**config.mk**
```make
export PLATFORM = sky130hd
export DESIGN_NAME = id_stage
export DESIGN_NICKNAME = d
export VERILOG_FILES = /design/src/verilog/id_pkg.sv /design/src/verilog/compressed_decoder.sv /design/src/verilog/instr_decoder.sv /design/src/verilog/issue_register.sv /design/src/verilog/id_stage.sv
export SDC_FILE = /design/constraint.sdc
export NUM_CORES = 1
export LEC_CHECK = 0
export ABC_CLOCK_PERIOD_IN_PS = 1850
export BUFFER_PORTS_ARGS = -buffer_cell sky130_fd_sc_hd__buf_2
export CORE_MARGIN = 2
export CORE_UTILIZATION = 39
export CTS_CLUSTER_SIZE = 10
export DETAILED_ROUTE_END_ITERATION = 10
export HOLD_SLACK_MARGIN = 0.06
export PLACE_DENSITY = 0.65
export SKIP_LAST_GASP = 1
export SYNTH_ARGS = -nofsm -noshare
export SYNTH_HDL_FRONTEND = slang
export SYNTH_SLANG_ARGS = --single-unit
```
**constraint.sdc**
```tcl
create_clock -name clk_i -period 1.85 [get_ports clk_i]
set_input_delay 0.185 -clock clk_i [delete_from_list [all_inputs] [get_ports clk_i]]
set_output_delay 0.185 -clock clk_i [all_outputs]
set_load 0.05 [all_outputs]
```
**src/verilog/id_pkg.sv**
```systemverilog
// Shared definitions for the decode stage
// Vector types, base opcodes, funct codes, FU and operation encodings,
// exception causes and the structs passed between the decode blocks

package id_pkg;

  typedef logic [31:0] addr_t;
  typedef logic [31:0] instr_t;
  typedef logic [15:0] cinstr_t;
  typedef logic [4:0]  reg_idx_t;
  typedef logic [31:0] imm_t;
  typedef logic [2:0]  fu_t;
  typedef logic [4:0]  op_t;
  typedef logic [3:0]  exc_cause_t;
  typedef logic [1:0]  priv_lvl_t;

  // ----------------------------------------
  // Base opcodes and function fields
  // ----------------------------------------
  localparam logic [6:0] OPC_OP_IMM = 7'b0010011;
  localparam logic [6:0] OPC_OP     = 7'b0110011;
  localparam logic [6:0] OPC_LUI    = 7'b0110111;
  localparam logic [6:0] OPC_JAL    = 7'b1101111;
  localparam logic [6:0] OPC_JALR   = 7'b1100111;
  localparam logic [6:0] OPC_BRANCH = 7'b1100011;
  localparam logic [6:0] OPC_LOAD   = 7'b0000011;
  localparam logic [6:0] OPC_STORE  = 7'b0100011;
  localparam logic [6:0] OPC_SYSTEM = 7'b1110011;

  localparam logic [2:0] F3_ADD  = 3'b000;
  localparam logic [2:0] F3_SLT  = 3'b010;
  localparam logic [2:0] F3_XOR  = 3'b100;
  localparam logic [2:0] F3_OR   = 3'b110;
  localparam logic [2:0] F3_AND  = 3'b111;
  localparam logic [2:0] F3_JALR = 3'b000;
  localparam logic [2:0] F3_BEQ  = 3'b000;
  localparam logic [2:0] F3_BNE  = 3'b001;
  localparam logic [2:0] F3_BLT  = 3'b100;
  localparam logic [2:0] F3_BGE  = 3'b101;
  // Word access for LW and SW
  localparam logic [2:0] F3_WORD = 3'b010;

  localparam logic [6:0] F7_BASE = 7'b0000000;
  localparam logic [6:0] F7_SUB  = 7'b0100000;

  // SYSTEM words are matched in full
  localparam instr_t INSTR_ECALL = 32'h0000_0073;
  localparam instr_t INSTR_MRET  = 32'h3020_0073;

  // ----------------------------------------
  // Functional units and operations
  // ----------------------------------------
  localparam fu_t FU_NONE      = 3'd0;
  localparam fu_t FU_ALU       = 3'd1;
  localparam fu_t FU_CTRL_FLOW = 3'd2;
  localparam fu_t FU_LOAD      = 3'd3;
  localparam fu_t FU_STORE     = 3'd4;
  localparam fu_t FU_CSR       = 3'd5;

  localparam op_t OP_ADD   = 5'd0;
  localparam op_t OP_SUB   = 5'd1;
  localparam op_t OP_SLT   = 5'd2;
  localparam op_t OP_XOR   = 5'd3;
  localparam op_t OP_OR    = 5'd4;
  localparam op_t OP_AND   = 5'd5;
  localparam op_t OP_JAL   = 5'd6;
  localparam op_t OP_JALR  = 5'd7;
  localparam op_t OP_BEQ   = 5'd8;
  localparam op_t OP_BNE   = 5'd9;
  localparam op_t OP_BLT   = 5'd10;
  localparam op_t OP_BGE   = 5'd11;
  localparam op_t OP_LW    = 5'd12;
  localparam op_t OP_SW    = 5'd13;
  localparam op_t OP_ECALL = 5'd14;
  localparam op_t OP_MRET  = 5'd15;

  localparam exc_cause_t CAUSE_ILLEGAL_INSTR    = 4'd2;
  localparam exc_cause_t CAUSE_ECALL_U          = 4'd8;
  localparam exc_cause_t CAUSE_ECALL_M          = 4'd11;
  localparam exc_cause_t CAUSE_INSTR_PAGE_FAULT = 4'd12;

  localparam priv_lvl_t PRIV_U = 2'd0;
  localparam priv_lvl_t PRIV_M = 2'd3;

  // ----------------------------------------
  // Structs
  // ----------------------------------------
  typedef struct packed {
    addr_t  address;
    instr_t instruction;
    logic   ex_valid;
  } fetch_entry_t;

  typedef struct packed {
    instr_t instr;
    logic   is_compressed;
    logic   illegal;
  } expanded_instr_t;

  typedef struct packed {
    addr_t      pc;
    fu_t        fu;
    op_t        op;
    reg_idx_t   rs1;
    reg_idx_t   rs2;
    reg_idx_t   rd;
    imm_t       imm;
    logic       use_imm;
    logic       is_compressed;
    logic       ex_valid;
    exc_cause_t ex_cause;
  } sb_entry_t;

  typedef struct packed {
    logic      valid;
    sb_entry_t sbe;
    instr_t    orig_instr;
    logic      is_ctrl_flow;
  } issue_slot_t;

endpackage

```
**src/verilog/compressed_decoder.sv**
```systemverilog
`timescale 1ns/1ns
// RVC expander
// Maps C.ADDI, C.LI, C.MV, C.ADD, C.J, C.BEQZ, C.BNEZ, C.LW and C.SW
// onto their 32-bit forms and flags every other 16-bit encoding

module compressed_decoder #(
  parameter bit RvcEn = 1'b1
) (
  input  id_pkg::instr_t          instr_i,
  output id_pkg::expanded_instr_t exp_o
);
  import id_pkg::*;

  cinstr_t     c;
  reg_idx_t    rd_full;
  reg_idx_t    rs2_full;
  reg_idx_t    rs1_prime;
  reg_idx_t    rs2_prime;
  logic [11:0] ci_imm;
  logic [11:0] mem_imm;
  logic [6:0]  b_hi;
  logic [4:0]  b_lo;
  logic [19:0] j_enc;

  assign c = instr_i[15:0];

  // Full register fields and the x8..x15 short forms
  assign rd_full   = c[11:7];
  assign rs2_full  = c[6:2];
  assign rs1_prime = {2'b01, c[9:7]};
  assign rs2_prime = {2'b01, c[4:2]};

  // ----------------------------------------
  // Immediates, already in 32-bit field order
  // ----------------------------------------
  assign ci_imm  = {{7{c[12]}}, c[6:2]};
  assign mem_imm = {5'b00000, c[5], c[12:10], c[6], 2'b00};

  // Branch offset split into the B-type upper and lower fields
  assign b_hi = {{4{c[12]}}, c[6:5], c[2]};
  assign b_lo = {c[11:10], c[4:3], c[12]};

  // Jump offset in the J-type order imm[20|10:1|11|19:12]
  assign j_enc = {c[12], c[8], c[10:9], c[6], c[7], c[2], c[11], c[5:3], {9{c[12]}}};

  always_comb begin
    exp_o.instr         = instr_i;
    exp_o.is_compressed = 1'b0;
    exp_o.illegal       = 1'b0;

    if (RvcEn && (instr_i[1:0] != 2'b11)) begin
      exp_o.instr         = {16'h0000, c};
      exp_o.is_compressed = 1'b1;

      // Quadrant and funct3 select the encoding
      case ({c[1:0], c[15:13]})
        // C.ADDI
        5'b01_000: exp_o.instr = {ci_imm, rd_full, F3_ADD, rd_full, OPC_OP_IMM};
        // C.LI
        5'b01_010: exp_o.instr = {ci_imm, 5'd0, F3_ADD, rd_full, OPC_OP_IMM};
        // C.J links to x0
        5'b01_101: exp_o.instr = {j_enc, 5'd0, OPC_JAL};
        // C.BEQZ and C.BNEZ compare against x0
        5'b01_110: exp_o.instr = {b_hi, 5'd0, rs1_prime, F3_BEQ, b_lo, OPC_BRANCH};
        5'b01_111: exp_o.instr = {b_hi, 5'd0, rs1_prime, F3_BNE, b_lo, OPC_BRANCH};
        // C.LW and C.SW use the short base register
        5'b00_010: exp_o.instr = {mem_imm, rs1_prime, F3_WORD, rs2_prime, OPC_LOAD};
        5'b00_110: begin
          exp_o.instr = {mem_imm[11:5], rs2_prime, rs1_prime, F3_WORD, mem_imm[4:0],
                         OPC_STORE};
        end
        5'b10_100: begin
          // rs2 of zero is C.JR, C.JALR or C.EBREAK, none of them kept
          if (rs2_full == 5'd0) begin
            exp_o.illegal = 1'b1;
          end else if (c[12]) begin
            exp_o.instr = {F7_BASE, rs2_full, rd_full, F3_ADD, rd_full, OPC_OP};
          end else begin
            exp_o.instr = {F7_BASE, rs2_full, 5'd0, F3_ADD, rd_full, OPC_OP};
          end
        end
        // The all-zero half-word lands here too
        default: exp_o.illegal = 1'b1;
      endcase
    end
  end

endmodule

```
**src/verilog/instr_decoder.sv**
```systemverilog
`timescale 1ns/1ns
// RV32I subset decoder
// Produces the scoreboard entry and the control-flow flag, and merges
// fetch, illegal-instruction and ECALL exceptions by priority

module instr_decoder (
  input  id_pkg::expanded_instr_t exp_i,
  input  id_pkg::addr_t           pc_i,
  input  logic                    fetch_ex_i,
  input  id_pkg::priv_lvl_t       priv_lvl_i,
  output id_pkg::sb_entry_t       sbe_o,
  output logic                    is_ctrl_flow_o
);
  import id_pkg::*;

  instr_t    w;
  sb_entry_t dec;
  imm_t      imm_i;
  imm_t      imm_s;
  imm_t      imm_b;
  imm_t      imm_u;
  imm_t      imm_j;
  logic      undecoded;
  logic      ecall;
  logic      mret;
  logic      illegal;

  assign w = exp_i.instr;

  assign imm_i = {{20{w[31]}}, w[31:20]};
  assign imm_s = {{20{w[31]}}, w[31:25], w[11:7]};
  assign imm_b = {{19{w[31]}}, w[31], w[7], w[30:25], w[11:8], 1'b0};
  assign imm_u = {w[31:12], 12'h000};
  assign imm_j = {{11{w[31]}}, w[31], w[19:12], w[20], w[30:21], 1'b0};

  // ----------------------------------------
  // Opcode decode
  // ----------------------------------------
  always_comb begin
    dec       = '0;
    undecoded = 1'b0;
    ecall     = 1'b0;
    mret      = 1'b0;

    case (w[6:0])
      OPC_OP_IMM: begin
        dec.fu      = FU_ALU;
        dec.rd      = w[11:7];
        dec.rs1     = w[19:15];
        dec.imm     = imm_i;
        dec.use_imm = 1'b1;
        case (w[14:12])
          F3_ADD:  dec.op = OP_ADD;
          F3_SLT:  dec.op = OP_SLT;
          F3_XOR:  dec.op = OP_XOR;
          F3_OR:   dec.op = OP_OR;
          F3_AND:  dec.op = OP_AND;
          default: undecoded = 1'b1;
        endcase
      end
      OPC_OP: begin
        dec.fu  = FU_ALU;
        dec.rd  = w[11:7];
        dec.rs1 = w[19:15];
        dec.rs2 = w[24:20];
        case ({w[31:25], w[14:12]})
          {F7_BASE, F3_ADD}: dec.op = OP_ADD;
          {F7_SUB, F3_ADD}:  dec.op = OP_SUB;
          {F7_BASE, F3_SLT}: dec.op = OP_SLT;
          {F7_BASE, F3_XOR}: dec.op = OP_XOR;
          {F7_BASE, F3_OR}:  dec.op = OP_OR;
          {F7_BASE, F3_AND}: dec.op = OP_AND;
          default:           undecoded = 1'b1;
        endcase
      end
      // LUI is an add to x0
      OPC_LUI: begin
        dec.fu      = FU_ALU;
        dec.op      = OP_ADD;
        dec.rd      = w[11:7];
        dec.imm     = imm_u;
        dec.use_imm = 1'b1;
      end
      OPC_JAL: begin
        dec.fu      = FU_CTRL_FLOW;
        dec.op      = OP_JAL;
        dec.rd      = w[11:7];
        dec.imm     = imm_j;
        dec.use_imm = 1'b1;
      end
      OPC_JALR: begin
        dec.fu      = FU_CTRL_FLOW;
        dec.op      = OP_JALR;
        dec.rd      = w[11:7];
        dec.rs1     = w[19:15];
        dec.imm     = imm_i;
        dec.use_imm = 1'b1;
        undecoded   = (w[14:12] != F3_JALR);
      end
      OPC_BRANCH: begin
        dec.fu      = FU_CTRL_FLOW;
        dec.rs1     = w[19:15];
        dec.rs2     = w[24:20];
        dec.imm     = imm_b;
        dec.use_imm = 1'b1;
        case (w[14:12])
          F3_BEQ:  dec.op = OP_BEQ;
          F3_BNE:  dec.op = OP_BNE;
          F3_BLT:  dec.op = OP_BLT;
          F3_BGE:  dec.op = OP_BGE;
          default: undecoded = 1'b1;
        endcase
      end
      OPC_LOAD: begin
        dec.fu      = FU_LOAD;
        dec.op      = OP_LW;
        dec.rd      = w[11:7];
        dec.rs1     = w[19:15];
        dec.imm     = imm_i;
        dec.use_imm = 1'b1;
        undecoded   = (w[14:12] != F3_WORD);
      end
      OPC_STORE: begin
        dec.fu      = FU_STORE;
        dec.op      = OP_SW;
        dec.rs1     = w[19:15];
        dec.rs2     = w[24:20];
        dec.imm     = imm_s;
        dec.use_imm = 1'b1;
        undecoded   = (w[14:12] != F3_WORD);
      end
      OPC_SYSTEM: begin
        dec.fu    = FU_CSR;
        ecall     = (w == INSTR_ECALL);
        mret      = (w == INSTR_MRET);
        dec.op    = mret ? OP_MRET : OP_ECALL;
        undecoded = !(ecall || mret);
      end
      default: undecoded = 1'b1;
    endcase
  end

  // MRET only returns from machine mode
  assign illegal = exp_i.illegal | undecoded | (mret & (priv_lvl_i != PRIV_M));

  // ----------------------------------------
  // Exception merge
  // ----------------------------------------
  always_comb begin
    sbe_o               = illegal ? '0 : dec;
    sbe_o.pc            = pc_i;
    sbe_o.is_compressed = exp_i.is_compressed;
    sbe_o.ex_valid      = fetch_ex_i | illegal | ecall;
    sbe_o.ex_cause      = '0;
    if (fetch_ex_i) begin
      sbe_o.ex_cause = CAUSE_INSTR_PAGE_FAULT;
    end else if (illegal) begin
      sbe_o.ex_cause = CAUSE_ILLEGAL_INSTR;
    end else if (ecall) begin
      sbe_o.ex_cause = (priv_lvl_i == PRIV_U) ? CAUSE_ECALL_U : CAUSE_ECALL_M;
    end
    // A trapping entry goes to no unit
    if (sbe_o.ex_valid) begin
      sbe_o.fu = FU_NONE;
    end
  end

  assign is_ctrl_flow_o = (sbe_o.fu == FU_CTRL_FLOW);

endmodule

```
**src/verilog/issue_register.sv**
```systemverilog
`timescale 1ns/1ns
// ID/issue pipeline register
// One slot with the fetch-side ready and the issue-side acknowledge

module issue_register (
  input  logic              clk_i,
  input  logic              rst_ni,
  input  logic              flush_i,
  input  logic              fetch_valid_i,
  output logic              fetch_ready_o,
  input  id_pkg::sb_entry_t sbe_i,
  input  id_pkg::instr_t    orig_instr_i,
  input  logic              is_ctrl_flow_i,
  input  logic              issue_ack_i,
  output id_pkg::sb_entry_t issue_entry_o,
  output logic              issue_valid_o,
  output id_pkg::instr_t    orig_instr_o,
  output logic              is_ctrl_flow_o
);
  import id_pkg::*;

  issue_slot_t slot_d;
  issue_slot_t slot_q;

  // Free now or freed by this cycle's acknowledge, and never during a flush
  assign fetch_ready_o = (~slot_q.valid | issue_ack_i) & ~flush_i;

  always_comb begin
    slot_d = slot_q;
    if (issue_ack_i) begin
      slot_d.valid = 1'b0;
    end
    if (fetch_valid_i && fetch_ready_o) begin
      slot_d = '{valid: 1'b1, sbe: sbe_i, orig_instr: orig_instr_i,
                 is_ctrl_flow: is_ctrl_flow_i};
    end
    if (flush_i) begin
      slot_d.valid = 1'b0;
    end
  end

  always_ff @(posedge clk_i or negedge rst_ni) begin
    if (!rst_ni) begin
      slot_q <= '0;
    end else begin
      slot_q <= slot_d;
    end
  end

  assign issue_entry_o  = slot_q.sbe;
  assign issue_valid_o  = slot_q.valid;
  assign orig_instr_o   = slot_q.orig_instr;
  assign is_ctrl_flow_o = slot_q.is_ctrl_flow;

endmodule

```
**src/verilog/id_stage.sv**
```systemverilog
`timescale 1ns/1ns
// Instruction decode stage
// RVC expander, RV32I decoder and the ID/issue register in a chain

module id_stage #(
  parameter bit RvcEn = 1'b1
) (
  input  logic                 clk_i,
  input  logic                 rst_ni,
  input  logic                 flush_i,
  input  id_pkg::fetch_entry_t fetch_entry_i,
  input  logic                 fetch_entry_valid_i,
  output logic                 fetch_entry_ready_o,
  input  id_pkg::priv_lvl_t    priv_lvl_i,
  output id_pkg::sb_entry_t    issue_entry_o,
  output logic                 issue_entry_valid_o,
  input  logic                 issue_instr_ack_i,
  output id_pkg::instr_t       orig_instr_o,
  output logic                 is_ctrl_flow_o
);
  import id_pkg::*;

  expanded_instr_t exp_instr;
  sb_entry_t       decoded;
  logic            decoded_ctrl_flow;

  compressed_decoder #(
    .RvcEn(RvcEn)
  ) compressed_decoder_i (
    .instr_i(fetch_entry_i.instruction),
    .exp_o  (exp_instr)
  );

  instr_decoder instr_decoder_i (
    .exp_i         (exp_instr),
    .pc_i          (fetch_entry_i.address),
    .fetch_ex_i    (fetch_entry_i.ex_valid),
    .priv_lvl_i    (priv_lvl_i),
    .sbe_o         (decoded),
    .is_ctrl_flow_o(decoded_ctrl_flow)
  );

  // The raw fetched word travels along, not the expansion
  issue_register issue_register_i (
    .clk_i         (clk_i),
    .rst_ni        (rst_ni),
    .flush_i       (flush_i),
    .fetch_valid_i (fetch_entry_valid_i),
    .fetch_ready_o (fetch_entry_ready_o),
    .sbe_i         (decoded),
    .orig_instr_i  (fetch_entry_i.instruction),
    .is_ctrl_flow_i(decoded_ctrl_flow),
    .issue_ack_i   (issue_instr_ack_i),
    .issue_entry_o (issue_entry_o),
    .issue_valid_o (issue_entry_valid_o),
    .orig_instr_o  (orig_instr_o),
    .is_ctrl_flow_o(is_ctrl_flow_o)
  );

endmodule

```
==> results.txt, run 1 <==
* Outcome: finished, violations left
* Failing checks: negative setup slack
- Total Neg Setup Slack: -28.01 ns
* Layout overhead on the synthesized area: 69.0%
* Wire length of the first global-routing pass: 42400 um
- Die outline area: 18600 um^2
- Fraction of the yosys area taken by sequential cells: 46.6%
* Post-CTS clock slew at the launch and capture registers of the worst setup and hold paths: 0.06 ns
* Bufs on Longest Clock Path: 2
* Post-synthesis register bit count: 127
- Counting instances, the worst hold path has a depth of 4.
- Power density relative to cell area: 817 nW/um^2
* Fraction of registers with async set/reset: 100%
- Setup slack of the most critical reg-to-reg path: 0.09 ns
* Storage element area: 3180 um^2
* Summed area of non-filler cells in the final layout: 11500 um^2
- The worst setup path is launched from a primary input.
* TritonCTS sink count: 127
* Row count: 48
- Number of nets in the synthesized netlist: 857
- Congestion Overflow GR: 0
- Nets: 1308
* Number of maximum-capacitance constraint violations: 0
- Post-synthesis cell count: 785
- The synthesized netlist devotes 23.0% of its cell area to compound gates.
- Fill count: 1375
- CTS tree: yes
- H-tree levels: 4
* R2R cell count: 8
- The worst hold path begins at fetch_entry_i[28].
- Stage delay of the slowest cell on the critical path: 0.28 ns
* Hold Crit Class: primary input to flop
- Violation count after the first detailed-routing iteration: 547
- Setup violations remaining at the end of the flow were counted as 60.
- Type of the worst setup path: primary input to flop
* Total Wirelength: 27700 um
- The worst-case IR drop observed on VDD is 0.668 mV.
- Count of antenna diodes in the layout: 0
- DIE WIDTH: 136 um
- Across all setup checks in the final design, the least slack found is -0.562 ns.
- Type of element capturing the critical path: flop
- Clock latency of the later-clocked register in the worst-skew pair: 0.43 ns
- Count of flip-flops with a built-in enable after synthesis: 0
- The most used flip-flop cell after synthesis is dfrtp_1.
- Yosys mapped the design onto 82 distinct sky130hd cell types.
* Fin. max-slew vios: 0
- The final number of hold-violating endpoints came to 0.
* Final clock period utilization by the worst path: 130%
- Worst-path cell chain: buf_12 -> buf_8 -> buf_4 -> and3b_2 -> o21ai_2 -> and3_4 -> or2_4 -> o32ai_2 -> a2bb2oi_1 -> buf_4 -> nor4_4 -> buf_4 -> a21boi_4 -> buf_12 -> a22o_1
- Simple-Gate Fraction of Synth Area: 25.6%
- Remaining antenna violation count after routing: 0
- Routability cong.: 0.989
* Routed wire length per instance: 18.8 um
* Peak fanout along the critical path: 12
- Residual DRC count: 0
- Reg2reg start: issue_register_i.issue_valid_o
- The total area inside the core boundary comes to 17200 um^2.
- Vias in the first global route: 7882
* Effective utilization at floorplan: 39.7%
* Overall track demand over capacity in global routing: 29.8%
- Cell leakage power: 5.85 nW
* Avg Inst Size Synth: 8.69 um^2
- Highest clock frequency the design can meet: 0.415 GHz
* Multiplexer fraction of the synthesized cell area: 0%
* Buffer and inverter count on the worst path: 6
* Hold-critical path endpoint: issue_register_i.orig_instr_o[27]
* Initial DRT Pass Iterations: 7
- Reg2reg end: issue_register_i.issue_entry_o[33]
- Number of synthesis warnings: 0
* Via/cell ratio: 5.28
- TritonCTS created 17 clock buffers.
- By area, the combinational part of the netlist is dominated by simple AND/OR/NAND/NOR gates.
- The worst pin sits at a relative slew slack of 60.7%.
- Grouping stages by cell kind, the critical path spends the most delay in simple AND/OR/NAND/NOR gates.
- In this run the vertical extent of the chip is 136 um.
* Largest net degree at the start of global routing: 78
- Between clock sinks in the finished design, the worst skew comes to 0.0129 ns.
* Proportion of layout cells with a drive suffix above 1: 46.3%
- Cell area after synthesis: 6820 um^2
- Share of the synthesized netlist area taken by xor and xnor gates: 0.257%
- Summing all placed instances gives a cell area of 9580 um^2.
- RSZ-0062 raised after global routing: true
- Initial antenna violation count: 0
* I/O pins: 201
- The multi-input combinational cells in the finished layout cover a total of 3960 um^2.
* Adder-cell area share of the yosys netlist: 0%
- For the worst setup path, the data arrival time is 2.77 ns.
- DP HPWL: 20000 um
* Root buffer cell: clkbuf_16
* Worst-path cell with the longest stage delay: nor4_4
- Counting stages on the worst path, the most repeated cell is buf_4.
- Subtracting the final worst setup slack from the clock period gives 2.41 ns.
- The routed layout has 7778 vias.
- Slew @ Worst Pin: 0.584 ns
- For the worst setup path, the data required time is 2.21 ns.
- In this run the tool buffered the top-level ports with 199 buffer cells.
[cell families (layout without fill, tap and decap cells)]
logic type | after synthesis | count (layout)
XOR/XNOR | 2 | 2
buffers and inverters | 61 | 523
other | 1 | 1
flip-flops | 127 | 127
AND/OR/NAND/NOR | 377 | 377
AO/OA/AOI/OAI | 217 | 218
[layout make-up]
class | count | area share, %
inverter | 11 | 0.358
multi-input combinational | 598 | 34.4
tap | 225 | 2.44
sequential | 127 | 27.6
clock inverter | 13 | 1.20
timing repair buffer | 481 | 30.3
clock buffer | 18 | 3.72
[state kept, by name (all words and copies together), names as in the netlist]
| register | flops |
|---|---|
| issue_register_i.issue_entry_o | 93 |
| issue_register_i.orig_instr_o | 32 |
| issue_register_i.is_ctrl_flow_o | 1 |
| issue_register_i.issue_valid_o | 1 |
[report_power, final]
| part | internal [W] | total, W | leakage, nW | switching, W |
|---|---|---|---|---|
| logic | 0.00105 | 0.00300 | 3.93 | 0.00195 |
| clock network | 0.00198 | 0.00329 | 0.265 | 0.00132 |
| registers | 0.00301 | 0.00312 | 1.66 | 0.000114 |
| total | 0.00604 | 0.00942 | 5.85 | 0.00338 |
[worst max-delay path by stage]
stage,to,slack [ns],from,depth (start not counted)
after global routing,issue_register_i.is_ctrl_flow_o,-0.64,fetch_entry_i[2],12
after detailed placement,issue_register_i.issue_entry_o[54],-1.24,fetch_entry_i[14],11
final,issue_register_i.issue_entry_o[33],-0.56,fetch_entry_i[2],15
after floorplan,issue_register_i.issue_entry_o[20],-0.82,fetch_entry_i[7],11
after global placement,issue_register_i.issue_entry_o[54],-1.23,fetch_entry_i[14],11
after CTS,issue_register_i.is_ctrl_flow_o,-0.55,fetch_entry_i[2],12
[cell usage after synthesis (all sizes together), types with 4 or more instances]
library cell  count  share of area (%)
a221o             4               0.59
a22o             20                2.6
a21oi            33                2.4
a221oi            5               0.90
nor3             15                1.2
or2               7               0.68
o31ai            13                1.5
nor2             36                2.1
nor2b             8               0.73
and2              4               0.37
nor3b             4               0.44
a32o             10                1.5
nand2           245                 13
o32ai             6               0.99
buf              22                2.3
a31oi             7               0.64
a211oi            7               0.77
clkbuf           28                1.5
a22oi             4               0.44
nand2b           11                1.0
a21boi            4               0.50
a32oi             7               0.90
nor4b             5               0.73
and3              9               0.83
nand3             8               0.59
dfrtp           127                 47
inv              11               0.61
o21ai            64                5.2
nor4              4               0.68
[worst min-delay path: stages]
cell and delay [ns]:
buf_2 0.09, buf_4 0.10, nand2_1 0.04, nand2_1 0.04
[per-layer routing]
layer  GRT usage [%]  part of all wire, %
met4            11.4                  2.8
met2            49.4                   47
met5               0                    0
met3            5.85                  6.3
met1            38.5                   44
[stage by stage]
step                power, W  hold WS (ns)  worst slack (ns)  cells  util [%]
finish               0.00942        0.0617            -0.562   1473      67.1
global route         0.00981        0.0805            -0.639   1473      67.1
CTS                  0.00935        0.0620            -0.553   1467      65.8
detailed placement   0.00582         0.187             -1.24   1368      55.8
global placement     0.00580         0.183             -1.23   1368      55.8
floorplan            0.00475        -0.111            -0.823    785         -
[layout by cell type (no fill, tap or decap), types with 4 or more instances in the layout]
master	count
clkinvlp_4	5
a32o_1	9
o21ai_2	21
o31ai_4	6
clkbuf_16	17
buf_4	215
and3_1	8
a32oi_1	6
a211oi_1	7
nor3_1	10
inv_1	10
buf_6	9
o31ai_1	5
nand2_1	241
a221o_1	4
dlygate4sd3_1	48
nor2_1	27
nand3_1	6
nor2b_1	5
a21oi_1	30
nor2_2	4
dfrtp_1	127
o21ai_1	15
nor2_4	5
or2_4	4
a22o_1	18
buf_2	191
buf_8	5
a31oi_1	6
o21ai_0	28
nand2b_1	8
buf_12	12
[what timing repair did]
item / CTS / global route
buffers inserted: 17 / 6
gates cloned: 3 / 0
gates resized for setup: 119 / 38
pin swaps: 47 / 12
hold buffers: 48 / 0
endpoints found under the setup margin: 60 / 60
endpoints found under the hold margin: 81 / 0
(Power assumes the default switching activity.)
==> run 2, diff against run 1 <==
- ABC_CLOCK_PERIOD_IN_PS: 1850 -> 3000
- PLACE_DENSITY: 0.65 -> default
- clock period: 1.85 -> 3 ns (I/O delays scaled with it)
==> run 2 against run 1 <==
Net effect:
- the flow now finishes without violations
- sequential share of layout area increased by 5.5 points
- clock skew decreased by 0.0049 ns
- utilization decreased by 11 points
- global-route usage decreased by 2.7 points
- critical path depth decreased by 3
- worst setup slack improved by 0.84 ns
- total power decreased by 42%
==> results.txt, run 2 (same netlist as run 1, synthesis figures left out) <==
* I/O pins: 201
* Stage delay of the slowest cell on the critical path: 0.40 ns
* Dpl ws: -0.221 ns
- For this design the static power due to leakage is 4.97 nW.
- Of the total power, registers draw 35.4%.
- Overall track demand over capacity in global routing: 27.1%
- Summed area of non-filler cells in the final layout: 9600 um^2
- On the final layout, the worst clock skew is 0.00797 ns.
* H-tree levels: 4
- After detailed routing, the total wire length is 24700 um.
- Hold Crit Class: primary input to flop
- Net switching is 36.3% of the power.
- The first routing iteration left 522 violations.
- For the worst setup path, the data arrival time is 3.06 ns.
- The cell family contributing the most delay on the critical path is compound AO/OA/AOI/OAI gates.
- After the last flow step, the layout net total stands at 1174.
- Combinational power share: 28.4%
- Final clock period utilization by the worst path: 90.6%
- The total area inside the core boundary comes to 17200 um^2.
* Count of input and output buffers: 199
- Worst-path cell with the longest stage delay: o32ai_1
* CTS tree: yes
- Bufs on Longest Clock Path: 2
- TritonCTS Buffers: 17
* Proportion of layout cells with a drive suffix above 1: 36.7%
- Dividing total power by cell area gives a power density of 566 nW/um^2.
* Non-Filler Instances: 1339
- Wire length of the first global-routing pass: 38800 um
* Residual DRC count: 0
- Fill count: 1678
- In the routed layout, each cell is associated on average with a via count of 5.33.
- The clock network burns 36.2% of the power.
- The later pin in the worst-skew pair is clocked with a latency of 0.42 ns.
* DP HPWL: 19000 um
- Total via count in the routed design: 7131
- Effective utilization at floorplan: 39.7%
- In the post-route analysis, the smallest setup slack over all paths is 0.282 ns.
- Storage element area: 3180 um^2
- Peak fanout along the critical path: 14
- Type of the worst setup path: primary input to flop
- The number of global-route vias before repair came to 6929.
- Setup crit start kind: primary input
- In the final routed layout, each cell accounts on average for 18.5 um.
* Area of combinational cells with multiple inputs: 3360 um^2
- After clock tree synthesis, the clock-pin slew on the worst setup and hold paths is 0.06 ns.
- Root buffer cell: clkbuf_16
- Once the clock tree was built, the setup fixing pass inserted 0 buffers.
- RSZ-0062 raised after global routing: false
- The initialized floorplan defines 48 standard-cell rows.
- Largest register FFs: 93
- The analysis attributes to net switching a power of 0.00198 W.
* Layout overhead on the synthesized area: 40.7%
- The repair_antennas step left the layout with diodes totalling 0.
- Internal cell power: 0.00346 W
* Highest clock frequency the design can meet: 0.368 GHz
- Remaining antenna violation count after routing: 0
* Post-DP Area: 9000 um^2
- Setup slack of the most critical reg-to-reg path: 0.85 ns
* Outcome: completed
* Worst relative slew slack: 50.7%
- Die outline area: 18600 um^2
* DIE WIDTH: 136 um
- Maximum vdd drop: 0.365 mV
- Slew @ Worst Pin: 0.739 ns
* TritonCTS sink count: 127
- Minimum period implied by the final worst setup slack: 2.72 ns
* Worst-path cell chain: buf_2 -> buf_4 -> nor4b_1 -> o21ai_0 -> and3_1 -> or2_1 -> o32ai_1 -> a2bb2oi_1 -> nor4_4 -> a21bo_2 -> buf_12 -> o21ai_2
- After global routing the overflow that remains totals 0.
* Final number of hold-violating endpoints: 0
- The top cell types in the final layout, fill and taps aside, are 244 x nand2_1, 198 x buf_2, 142 x buf_4.
- Setup violations remaining at the end of the flow were counted as 0.
- Fin. max-slew vios: 0
- Cell Count Post-Placement: 1305
- The tool flagged a number of max-cap violations equal to 0.
- The number of antenna violations at the first check in global routing was 0.
- Die Y-Extent: 136 um
* Routability cong.: 0.951
- Largest net degree at the start of global routing: 135
* Buffer and inverter count on the worst path: 3
* Initial DRT Pass Iterations: 5
* Type of element capturing the critical path: flop
- Leading cell type in the layout, fill and taps excluded: nand2_1
- At the worst endpoint, the required time is 3.34 ns.
[run 2: changes by cell type in the layout (fill, tap and decap cells not counted), sizes merged]
| cell | before | now |
|---|---|---|
| buf | 432 | 345 |
| dlygate4sd3 | 48 | 3 |
| clkinv | 3 | 5 |
| clkinvlp | 5 | 3 |
| inv | 14 | 16 |
| a21bo | 2 | 1 |
| bufbuf | 1 | 0 |
| bufinv | 2 | 1 |
| clkbuf | 18 | 17 |
[run 2: worst register-to-register path, stage by stage (launching register included)]
cell	delay (ns)
dfrtp_1	0.38
nor2b_1	0.14
nor2_1	0.29
and2_2	0.24
buf_4	0.57
nand2_1	0.35
nand2_1	0.11
[run 2: power by group through the flow]
stage / combinational, W / clock [W] / sequential (W)
finish: 0.00155 / 0.00197 / 0.00192
global route: 0.00165 / 0.00209 / 0.00194
CTS: 0.00154 / 0.00201 / 0.00193
detailed placement: 0.00154 / 0 / 0.00196
global placement: 0.00154 / 0 / 0.00195
floorplan: 0.000446 / 0 / 0.00247
[run 2: repair_timing]
item,4_1_cts,5_1_grt
gates resized for setup,0,3
hold endpoints to repair,71,0
hold buffers,3,0
endpoints found under the setup margin,0,24
[run 2: metrics by stage]
| step | utilization, % | power (W) | TNS, ns | hold slack (ns) |
|---|---|---|---|---|
| floorplan | - | 0.00291 | 0 | 0.00441 |
| global placement | 52.4 | 0.00349 | -5.73 | 0.366 |
| detailed placement | 52.4 | 0.00349 | -4.46 | 0.371 |
| CTS | 55.8 | 0.00548 | 0 | 0.0606 |
| global route | 55.9 | 0.00569 | 0 | 0.0671 |
| finish | 55.9 | 0.00544 | 0 | 0.0720 |
[run 2: per-layer routing]
| layer | part of all wire, % | GRT usage, % | wire [um] |
|---|---|---|---|
| met1 | 45 | 37.5 | 11100 |
| met2 | 46 | 43.2 | 11500 |
| met3 | 6.4 | 5.00 | 1580 |
| met4 | 2.3 | 8.85 | 569 |
| met5 | 0 | 0 | 0 |
[run 2: final timing paths]
check,startpoint,end,depth (start not counted)
worst max register to register,issue_register_i.issue_valid_o,issue_register_i.orig_instr_o[0],6
worst min register to register,issue_register_i.orig_instr_o[25],issue_register_i.orig_instr_o[25],2
worst max-delay path,fetch_entry_i[1],issue_register_i.issue_entry_o[23],12
max in group asynchronous,rst_ni,issue_register_i.issue_entry_o[37],3
worst min-delay path,fetch_entry_i[38],issue_register_i.issue_entry_o[67],3
min in group asynchronous,rst_ni,issue_register_i.issue_entry_o[89],2
[run 2: cell type report]
cell class	count	share of cell area (%)
flip-flops and latches	127	33.1
well taps	225	2.93
multi-input cells	597	35.0
repair buffers	348	22.7
inverters	11	0.430
clock inverters	14	1.41
clock buffers	17	4.43
